[src/include/bp_defs.svh]
`ifndef BP_DEFS_SVH
`define BP_DEFS_SVH

// address width
`define XLEN 32

// bits of global and local history, also the index width of both pattern tables
`define HISTORY_DEPTH 4

// local history table index width
`define BHT_INDEX_BITS 4

// direct-mapped target buffer index width
`define BTB_INDEX_BITS 4

// tournament chooser table index width
`define CHOOSER_INDEX_BITS 5

// performance counter width
`define PERF_WIDTH 16

`endif

[src/bp_pkg.sv]
`include "bp_defs.svh"

package bp_pkg;

    // control-flow kind as stored in the BTB
    typedef enum logic [1:0] {
        cf_br   = 2'b00,
        cf_jal  = 2'b01,
        cf_jalr = 2'b10
    } cf_kind_e;

    // two-bit saturating counter, upper half means taken
    typedef enum logic [1:0] {
        strong_nt = 2'b00,
        weak_nt   = 2'b01,
        weak_t    = 2'b10,
        strong_t  = 2'b11
    } sat_ctr_e;

    typedef struct packed {
        logic [`XLEN-`BTB_INDEX_BITS-3:0] tag;    // pc bits above the index
        logic [`XLEN-1:0]                 target;
        cf_kind_e                         kind;
    } btb_entry_t;

    // captured at lookup, handed back with the update
    typedef struct packed {
        logic [`HISTORY_DEPTH-1:0] ghist;       // global pht index used
        logic [`HISTORY_DEPTH-1:0] lhist;       // local pht index used
        logic                      local_pred;
        logic                      global_pred;
        logic                      final_pred;  // direction sent to fetch
        logic                      hit;
        logic [`XLEN-1:0]          btb_target;  // zero on a miss
    } pred_meta_t;

    typedef struct packed {
        logic             hit;
        logic             taken;
        logic [`XLEN-1:0] target;
        pred_meta_t       meta;
    } prediction_t;

    typedef struct packed {
        logic [`XLEN-1:0] pc;
        logic             taken;
        logic [`XLEN-1:0] target;   // resolved target
        cf_kind_e         kind;
        pred_meta_t       meta;
    } bp_update_t;

    typedef struct packed {
        logic [`PERF_WIDTH-1:0] cf_count;
        logic [`PERF_WIDTH-1:0] correct_count;
        logic [`PERF_WIDTH-1:0] no_redirect_count;
        logic                   cf_overflow;
        logic                   correct_overflow;
        logic                   no_redirect_overflow;
    } perf_counts_t;

endpackage

[src/bp_control.sv]
`timescale 1ns/100ps
`include "bp_defs.svh"

module bp_control (
    input  logic                      clk,
    input  logic                      rst,
    input  logic                      lookup_valid,
    input  logic [`XLEN-1:0]          lookup_pc,
    input  logic                      update_valid,
    input  bp_pkg::bp_update_t        update,
    input  logic                      btb_hit,
    input  bp_pkg::btb_entry_t        btb_rd_entry,
    input  logic [`HISTORY_DEPTH-1:0] ghr,
    input  logic [`HISTORY_DEPTH-1:0] local_hist,
    input  bp_pkg::sat_ctr_e          global_ctr,
    input  bp_pkg::sat_ctr_e          local_ctr,
    input  bp_pkg::sat_ctr_e          chooser_ctr,
    output logic                      pred_valid,
    output bp_pkg::prediction_t       pred,
    output logic                      btb_we,
    output bp_pkg::btb_entry_t        btb_wr_entry,
    output logic                      ghr_shift,
    output logic                      bht_shift,
    output logic                      global_inc,
    output logic                      global_dec,
    output logic                      local_inc,
    output logic                      local_dec,
    output logic                      chooser_inc,
    output logic                      chooser_dec,
    output logic [`HISTORY_DEPTH-1:0] global_windex,
    output logic [`HISTORY_DEPTH-1:0] local_windex,
    output logic                      count_cf,
    output logic                      count_correct,
    output logic                      count_no_redirect
);

    bp_pkg::prediction_t pred_next;
    logic                global_pred;
    logic                local_pred;
    logic                dir_pred;
    logic                is_br;
    logic                is_jalr;
    logic                dir_right;
    logic                global_right;
    logic                local_right;
    logic                target_wrong;
    logic [`XLEN-1:0]    resolved_target;

    function automatic logic ctr_taken(bp_pkg::sat_ctr_e s);
        return (s == bp_pkg::weak_t) || (s == bp_pkg::strong_t);
    endfunction

    assign global_pred = ctr_taken(global_ctr);
    assign local_pred  = ctr_taken(local_ctr);
    assign dir_pred    = ctr_taken(chooser_ctr) ? global_pred : local_pred;   // tournament pick

    always_comb begin
        pred_next.hit    = btb_hit;
        pred_next.taken  = btb_hit && (btb_rd_entry.kind != bp_pkg::cf_br || dir_pred);
        pred_next.target = pred_next.taken ? btb_rd_entry.target : lookup_pc + 'd4;
        pred_next.meta.ghist       = ghr;
        pred_next.meta.lhist       = local_hist;
        pred_next.meta.local_pred  = local_pred;
        pred_next.meta.global_pred = global_pred;
        pred_next.meta.final_pred  = pred_next.taken;
        pred_next.meta.hit         = btb_hit;
        pred_next.meta.btb_target  = btb_hit ? btb_rd_entry.target : '0;   // invalid rows may hold x
    end

    always_ff @(posedge clk) begin
        if (rst) begin
            pred_valid <= 1'b0;
        end else begin
            pred_valid <= lookup_valid;
        end
    end

    always_ff @(posedge clk) begin
        pred <= pred_next;   // payload only
    end

    // resolution side
    always_comb begin
        is_br   = 1'b0;
        is_jalr = 1'b0;
        case (update.kind)
            bp_pkg::cf_br:   is_br = 1'b1;
            bp_pkg::cf_jalr: is_jalr = 1'b1;
            default: ;
        endcase
    end

    assign resolved_target = is_jalr ? {update.target[`XLEN-1:1], 1'b0} : update.target;
    assign target_wrong    = resolved_target != update.meta.btb_target;
    assign dir_right       = update.taken == update.meta.final_pred;
    assign global_right    = update.taken == update.meta.global_pred;
    assign local_right     = update.taken == update.meta.local_pred;

    // pattern tables train only on branches
    assign global_inc    = update_valid && is_br && update.taken;
    assign global_dec    = update_valid && is_br && !update.taken;
    assign local_inc     = update_valid && is_br && update.taken;
    assign local_dec     = update_valid && is_br && !update.taken;
    assign global_windex = update.meta.ghist;
    assign local_windex  = update.meta.lhist;

    // chooser moves only when the two disagree in correctness
    assign chooser_inc = update_valid && is_br && global_right && !local_right;
    assign chooser_dec = update_valid && is_br && local_right && !global_right;

    assign ghr_shift = update_valid && is_br;
    assign bht_shift = update_valid && is_br;

    assign btb_we              = update_valid && (!is_br || update.taken);
    assign btb_wr_entry.tag    = update.pc[`XLEN-1:`BTB_INDEX_BITS+2];
    assign btb_wr_entry.target = resolved_target;
    assign btb_wr_entry.kind   = update.kind;

    assign count_cf      = update_valid;
    assign count_correct = update_valid && is_br && dir_right;

    always_comb begin
        count_no_redirect = 1'b0;
        if (update_valid) begin
            if (is_br) begin
                count_no_redirect = (update.meta.hit && dir_right && !target_wrong) ||
                                    (!update.meta.hit && !update.taken);
            end else begin
                count_no_redirect = update.meta.hit && !target_wrong;   // jal / jalr
            end
        end
    end

endmodule : bp_control

[src/branch_predictor.sv]
`timescale 1ns/100ps
`include "bp_defs.svh"

module branch_predictor (
    input  logic                 clk,
    input  logic                 rst,
    input  logic                 lookup_valid,
    input  logic [`XLEN-1:0]     lookup_pc,
    input  logic                 update_valid,
    input  bp_pkg::bp_update_t   update,
    output logic                 pred_valid,
    output bp_pkg::prediction_t  pred,
    output bp_pkg::perf_counts_t perf
);

    logic                      btb_hit;
    bp_pkg::btb_entry_t        btb_rd_entry;
    logic                      btb_we;
    bp_pkg::btb_entry_t        btb_wr_entry;
    logic [`HISTORY_DEPTH-1:0] ghr;
    logic [`HISTORY_DEPTH-1:0] local_hist;
    logic                      ghr_shift;
    logic                      bht_shift;
    bp_pkg::sat_ctr_e          global_ctr;
    bp_pkg::sat_ctr_e          local_ctr;
    bp_pkg::sat_ctr_e          chooser_ctr;
    logic                      global_inc;
    logic                      global_dec;
    logic                      local_inc;
    logic                      local_dec;
    logic                      chooser_inc;
    logic                      chooser_dec;
    logic [`HISTORY_DEPTH-1:0] global_windex;
    logic [`HISTORY_DEPTH-1:0] local_windex;
    logic                      count_cf;
    logic                      count_correct;
    logic                      count_no_redirect;

    bp_control bp_control (
        .clk(clk),
        .rst(rst),
        .lookup_valid(lookup_valid),
        .lookup_pc(lookup_pc),
        .update_valid(update_valid),
        .update(update),
        .btb_hit(btb_hit),
        .btb_rd_entry(btb_rd_entry),
        .ghr(ghr),
        .local_hist(local_hist),
        .global_ctr(global_ctr),
        .local_ctr(local_ctr),
        .chooser_ctr(chooser_ctr),
        .pred_valid(pred_valid),
        .pred(pred),
        .btb_we(btb_we),
        .btb_wr_entry(btb_wr_entry),
        .ghr_shift(ghr_shift),
        .bht_shift(bht_shift),
        .global_inc(global_inc),
        .global_dec(global_dec),
        .local_inc(local_inc),
        .local_dec(local_dec),
        .chooser_inc(chooser_inc),
        .chooser_dec(chooser_dec),
        .global_windex(global_windex),
        .local_windex(local_windex),
        .count_cf(count_cf),
        .count_correct(count_correct),
        .count_no_redirect(count_no_redirect)
    );

    btb btb (
        .clk(clk),
        .rst(rst),
        .rd_pc(lookup_pc),
        .wr_pc(update.pc),
        .we(btb_we),
        .wr_entry(btb_wr_entry),
        .hit(btb_hit),
        .rd_entry(btb_rd_entry)
    );

    history_tables history_tables (
        .clk(clk),
        .rst(rst),
        .rd_pc(lookup_pc),
        .wr_pc(update.pc),
        .ghr_shift(ghr_shift),
        .bht_shift(bht_shift),
        .taken(update.taken),
        .ghr(ghr),
        .local_hist(local_hist)
    );

    pht #(.INDEX_BITS(`HISTORY_DEPTH)) global_pht (
        .clk(clk),
        .rst(rst),
        .rindex(ghr),
        .windex(global_windex),
        .inc(global_inc),
        .dec(global_dec),
        .state(global_ctr)
    );

    pht #(.INDEX_BITS(`HISTORY_DEPTH)) local_pht (
        .clk(clk),
        .rst(rst),
        .rindex(local_hist),
        .windex(local_windex),
        .inc(local_inc),
        .dec(local_dec),
        .state(local_ctr)
    );

    pht #(.INDEX_BITS(`CHOOSER_INDEX_BITS)) chooser_pht (
        .clk(clk),
        .rst(rst),
        .rindex(lookup_pc[`CHOOSER_INDEX_BITS+1:2]),
        .windex(update.pc[`CHOOSER_INDEX_BITS+1:2]),
        .inc(chooser_inc),
        .dec(chooser_dec),
        .state(chooser_ctr)
    );

    perf_counters perf_counters (
        .clk(clk),
        .rst(rst),
        .count_cf(count_cf),
        .count_correct(count_correct),
        .count_no_redirect(count_no_redirect),
        .perf(perf)
    );

endmodule : branch_predictor

[src/btb.sv]
`timescale 1ns/100ps
`include "bp_defs.svh"

module btb (
    input  logic               clk,
    input  logic               rst,
    input  logic [`XLEN-1:0]   rd_pc,
    input  logic [`XLEN-1:0]   wr_pc,
    input  logic               we,
    input  bp_pkg::btb_entry_t wr_entry,
    output logic               hit,
    output bp_pkg::btb_entry_t rd_entry
);

    localparam int ENTRIES = 2 ** `BTB_INDEX_BITS;

    bp_pkg::btb_entry_t         entries [ENTRIES];
    logic [ENTRIES-1:0]         valid;
    logic [`BTB_INDEX_BITS-1:0] rd_idx;
    logic [`BTB_INDEX_BITS-1:0] wr_idx;

    assign rd_idx = rd_pc[`BTB_INDEX_BITS+1:2];
    assign wr_idx = wr_pc[`BTB_INDEX_BITS+1:2];

    assign rd_entry = entries[rd_idx];
    assign hit      = valid[rd_idx] && (entries[rd_idx].tag == rd_pc[`XLEN-1:`BTB_INDEX_BITS+2]);

    always_ff @(posedge clk) begin
        if (rst) begin
            valid <= '0;
        end else if (we) begin
            valid[wr_idx] <= 1'b1;
        end
    end

    always_ff @(posedge clk) begin
        if (we) begin
            entries[wr_idx] <= wr_entry;   // overwrites any alias
        end
    end

endmodule : btb

[src/history_tables.sv]
`timescale 1ns/100ps
`include "bp_defs.svh"

module history_tables (
    input  logic                      clk,
    input  logic                      rst,
    input  logic [`XLEN-1:0]          rd_pc,
    input  logic [`XLEN-1:0]          wr_pc,
    input  logic                      ghr_shift,
    input  logic                      bht_shift,
    input  logic                      taken,
    output logic [`HISTORY_DEPTH-1:0] ghr,
    output logic [`HISTORY_DEPTH-1:0] local_hist
);

    localparam int ENTRIES = 2 ** `BHT_INDEX_BITS;

    logic [`HISTORY_DEPTH-1:0]  bht [ENTRIES];
    logic [`BHT_INDEX_BITS-1:0] rd_idx;
    logic [`BHT_INDEX_BITS-1:0] wr_idx;

    assign rd_idx     = rd_pc[`BHT_INDEX_BITS+1:2];
    assign wr_idx     = wr_pc[`BHT_INDEX_BITS+1:2];
    assign local_hist = bht[rd_idx];

    // newest outcome in bit 0
    always_ff @(posedge clk) begin
        if (rst) begin
            ghr <= '0;
        end else if (ghr_shift) begin
            ghr <= {ghr[`HISTORY_DEPTH-2:0], taken};
        end
    end

    always_ff @(posedge clk) begin
        if (rst) begin
            for (int i = 0; i < ENTRIES; i++) begin
                bht[i] <= '0;
            end
        end else if (bht_shift) begin
            bht[wr_idx] <= {bht[wr_idx][`HISTORY_DEPTH-2:0], taken};
        end
    end

endmodule : history_tables

[src/perf_counters.sv]
`timescale 1ns/100ps
`include "bp_defs.svh"

module perf_counters (
    input  logic                 clk,
    input  logic                 rst,
    input  logic                 count_cf,
    input  logic                 count_correct,
    input  logic                 count_no_redirect,
    output bp_pkg::perf_counts_t perf
);

    logic [2:0]             strobe;
    logic [`PERF_WIDTH-1:0] count [3];
    logic [2:0]             overflow;

    assign strobe = {count_no_redirect, count_correct, count_cf};

    always_ff @(posedge clk) begin
        if (rst) begin
            for (int i = 0; i < 3; i++) begin
                count[i] <= '0;
            end
            overflow <= '0;
        end else begin
            for (int i = 0; i < 3; i++) begin
                if (strobe[i]) begin
                    count[i] <= count[i] + 1'b1;   // wraps to zero
                    if (&count[i]) begin
                        overflow[i] <= 1'b1;   // sticky
                    end
                end
            end
        end
    end

    assign perf.cf_count             = count[0];
    assign perf.correct_count        = count[1];
    assign perf.no_redirect_count    = count[2];
    assign perf.cf_overflow          = overflow[0];
    assign perf.correct_overflow     = overflow[1];
    assign perf.no_redirect_overflow = overflow[2];

endmodule : perf_counters

[src/pht.sv]
`timescale 1ns/100ps
`include "bp_defs.svh"

module pht #(
    parameter int INDEX_BITS = `HISTORY_DEPTH
) (
    input  logic                  clk,
    input  logic                  rst,
    input  logic [INDEX_BITS-1:0] rindex,
    input  logic [INDEX_BITS-1:0] windex,
    input  logic                  inc,
    input  logic                  dec,
    output bp_pkg::sat_ctr_e      state
);

    localparam int ENTRIES = 2 ** INDEX_BITS;

    bp_pkg::sat_ctr_e ctrs [ENTRIES];

    assign state = ctrs[rindex];

    always_ff @(posedge clk) begin
        if (rst) begin
            for (int i = 0; i < ENTRIES; i++) begin
                ctrs[i] <= bp_pkg::weak_nt;   // start just below taken
            end
        end else if (inc && ctrs[windex] != bp_pkg::strong_t) begin
            ctrs[windex] <= bp_pkg::sat_ctr_e'(ctrs[windex] + 2'd1);
        end else if (dec && ctrs[windex] != bp_pkg::strong_nt) begin
            ctrs[windex] <= bp_pkg::sat_ctr_e'(ctrs[windex] - 2'd1);
        end
    end

endmodule : pht

[config.mk]
export PLATFORM = sky130hd
export DESIGN_NAME = branch_predictor
export DESIGN_NICKNAME = d
export VERILOG_FILES = /design/src/bp_pkg.sv /design/src/bp_control.sv /design/src/branch_predictor.sv /design/src/btb.sv /design/src/history_tables.sv /design/src/perf_counters.sv /design/src/pht.sv
export VERILOG_INCLUDE_DIRS = /design/src /design/src/include
export SDC_FILE = /design/constraint.sdc
export NUM_CORES = 2
export LEC_CHECK = 0
export BUFFER_PORTS_ARGS = -buffer_cell sky130_fd_sc_hd__buf_4
export CELL_PAD_IN_SITES_DETAIL_PLACEMENT = 1
export CELL_PAD_IN_SITES_GLOBAL_PLACEMENT = 1
export CORE_MARGIN = 4
export CORE_UTILIZATION = 52
export CTS_BUF_LIST = sky130_fd_sc_hd__clkbuf_4 sky130_fd_sc_hd__clkbuf_8
export DETAILED_ROUTE_END_ITERATION = 6
export PLACE_DENSITY = 0.89
export SLEW_MARGIN = 30
export SYNTH_ARGS = -nofsm -noshare
export SYNTH_HDL_FRONTEND = slang
export SYNTH_HIERARCHICAL = 1
export SYNTH_SLANG_ARGS = --single-unit
[constraint.sdc]
create_clock -name clk -period 9.2 [get_ports clk]
set_clock_uncertainty 0.2 [all_clocks]
set_input_delay 2.3 -clock clk [delete_from_list [all_inputs] [get_ports clk]]
set_output_delay 2.3 -clock clk [all_outputs]
set_load 0.01 [all_outputs]
==> impl_metrics.toml <==
[final_layout]
fin_area_um2 = 62000
nets = 3547
final_cells = 4943
final_common_cell = "edfxtp_1"
area_growth_pct = 13.1
drive_gt1_share_pct = 29.7
final_cell_mix = "1200 x edfxtp_1, 308 x buf_4, 302 x mux4_2"

[sta]
finalMaxSlewViolations = 0
worstMarginPinSlew_ns = 1.08
finalCritPeriodShare_pct = 81.7
fmax_mhz = 133
whs_ns = 0.205
hold_viol = 0
maxSlewHeadroom_pct = 27.9
fin_crit_ns = 7.51
finalSetupViolCount = 0
rsz0062_at_grt = "false"
setup_tns_ns = 0

[routing]
top_layer_used = "met5"
wl_per_cell_um = 33.8
drc = 0
wl_met3_um = 16800
postRouteAntennaNets = 0
vias = 32367
met2_length_um = 84300
first_pass_iters = 6
viasPerCell = 6.55
wirelength_met1_um = 58800
finalWirelength_um = 167000
drtIter0Drc = 4123

[cts]
cts.htree.levels = 4
insertion_delay_ns = 0.94
clk_pin_slew_ns = 0.07
ctsLongestPathBuffers = 3
hold_buffers = 0
post_cts_buffers = 0
cts_root_buf = "clkbuf_8"
cts_tree = "done"
cts_buffers = 200
clock-sinks = 1300
ctsResizeCount = 0

[placement]
dp.cells = 4572
hpwlAfterDp_um = 92400
io_buffer_count = 274
place_congestion = 0.816
detailed_place.area_um2 = 57900

[floorplanning]
fp.dieArea_um2 = 111000
initial_core_util_pct = 52.7
die-width_um = 333
row_count = 118
fp.coreArea_um2 = 104000
die_h_um = 333
io_pins = 277

[yosys]
ys_warn_count = 6
syn_nets = 3276
syn_avg_cell_area_um2 = 17.6
netlist_area_um2 = 54800
syn_inst = 3125

[setup_path]
ff2ff_path_depth = 11
startpoint_type = "input pin"
timing.critical_path.arrival_ns = 8.15
cp_max_fo = 95
r2r_start = "history_tables/bht[1][0]$_SDFFCE_PN0P_"
path_class = "in -> reg"
reg2reg_to = "bp_control/pred[74]$_DFF_P_"
cp_data_required_time_ns = 9.83
r2r_slack_ns = 4.18
crit_path_end_kind = "flop"

[min_path]
hold_class = "reg -> reg"
hold_depth = 0
min_from = "history_tables/ghr[3]$_SDFFE_PP0P_"
min_to = "bp_control/pred[43]$_DFF_P_"

[grt]
antenna_found_initial = 13
grt_usage_pct = 29.9
grt-ovfl-total = 0
grt_pass1_wl_um = 243000
grt_max_degree = 105
first_global_vias = 34589

[pwr]
powerDensity_nw_per_um2 = 205
leakagePower_nw = 20.3
peakVddDrop_mv = 0.157

[run]
maxCapViolCount = 0

[outcome]
status = "finished, final reports clean"
-- per-layer routing --
metal  up-vias  GRT usage, %
li1      12935             -
met1     16718          37.3
met2      2193          50.2
met3       513          7.10
met4         8          13.3
met5         -             0
-- worst max-delay path by stage --
| stage | start | slack, ns | endpoint | cells past startpoint |
|---|---|---|---|---|
| final | lookup_pc[2] | 1.69 | bp_control/pred[74]$_DFF_P_ | 15 |
| after global routing | lookup_pc[2] | 1.61 | bp_control/pred[74]$_DFF_P_ | 15 |
| after CTS | lookup_pc[2] | 1.97 | bp_control/pred[74]$_DFF_P_ | 14 |
| after detailed placement | lookup_pc[2] | 1.29 | bp_control/pred[67]$_DFF_P_ | 14 |
| after global placement | lookup_pc[2] | 1.08 | bp_control/pred[70]$_DFF_P_ | 14 |
| after floorplan | update[78] | 1.11 | btb/entries[0][0]$_DFFE_PP_ | 4 |
-- power breakdown --
group / internal, mW / leakage, nW / switching, mW
Combinational: 0.355 / 6.46 / 0.586
Sequential: 6.58 / 11.7 / 0.0697
Clock: 2.60 / 2.15 / 2.50
-- final cells by class --
cell class / count / area, µm²
Clock inverter: 86 / 627
Sequential cell: 1300 / 38000
Tap cell: 1380 / 1730
Clock buffer: 273 / 3430
Fill cell: 9248 / 42100
Antenna cell: 10 / 25.0
Inverter: 24 / 93.8
Multi-Input combinational cell: 1546 / 15500
Timing Repair Buffer: 324 / 2590
-- critical path, cell delays in order --
cell and delay, ns:
buf_8 0.25, buf_12 0.62, buf_4 0.75, mux4_2 0.62, xor2_1 0.17, a22o_1 0.19, a211oi_1 0.57, o2111ai_1 0.36
nor4_1 0.49, and4_1 0.50, o31ai_4 0.23, buf_6 0.22, clkinv_2 0.44, nand2_1 0.21, o21ai_2 0.11
-- registers in the layout, indices dropped and copies added, names as in the netlist --
name / count
bp_control/pred_valid: 1
history_tables/bht: 64
perf_counters/overflow: 3
history_tables/ghr: 4
global_pht/ctrs: 32
perf_counters/count: 48
btb/entries: 960
chooser_pht/ctrs: 64
bp_control/pred: 76
local_pht/ctrs: 32
btb/valid: 16
-- metrics by stage --
step	total power [mW]	worst slack [ns]	util, %
6_report	12.7	1.69	59.6
3_3_place_gp	7.61	1.08	55.4
4_1_cts	12.7	1.97	59.5
3_5_place_dp	7.67	1.29	55.6
2_1_floorplan	7.31	1.11	-
5_1_grt	13.0	1.61	59.6
Power figures use the tool's default switching activity.
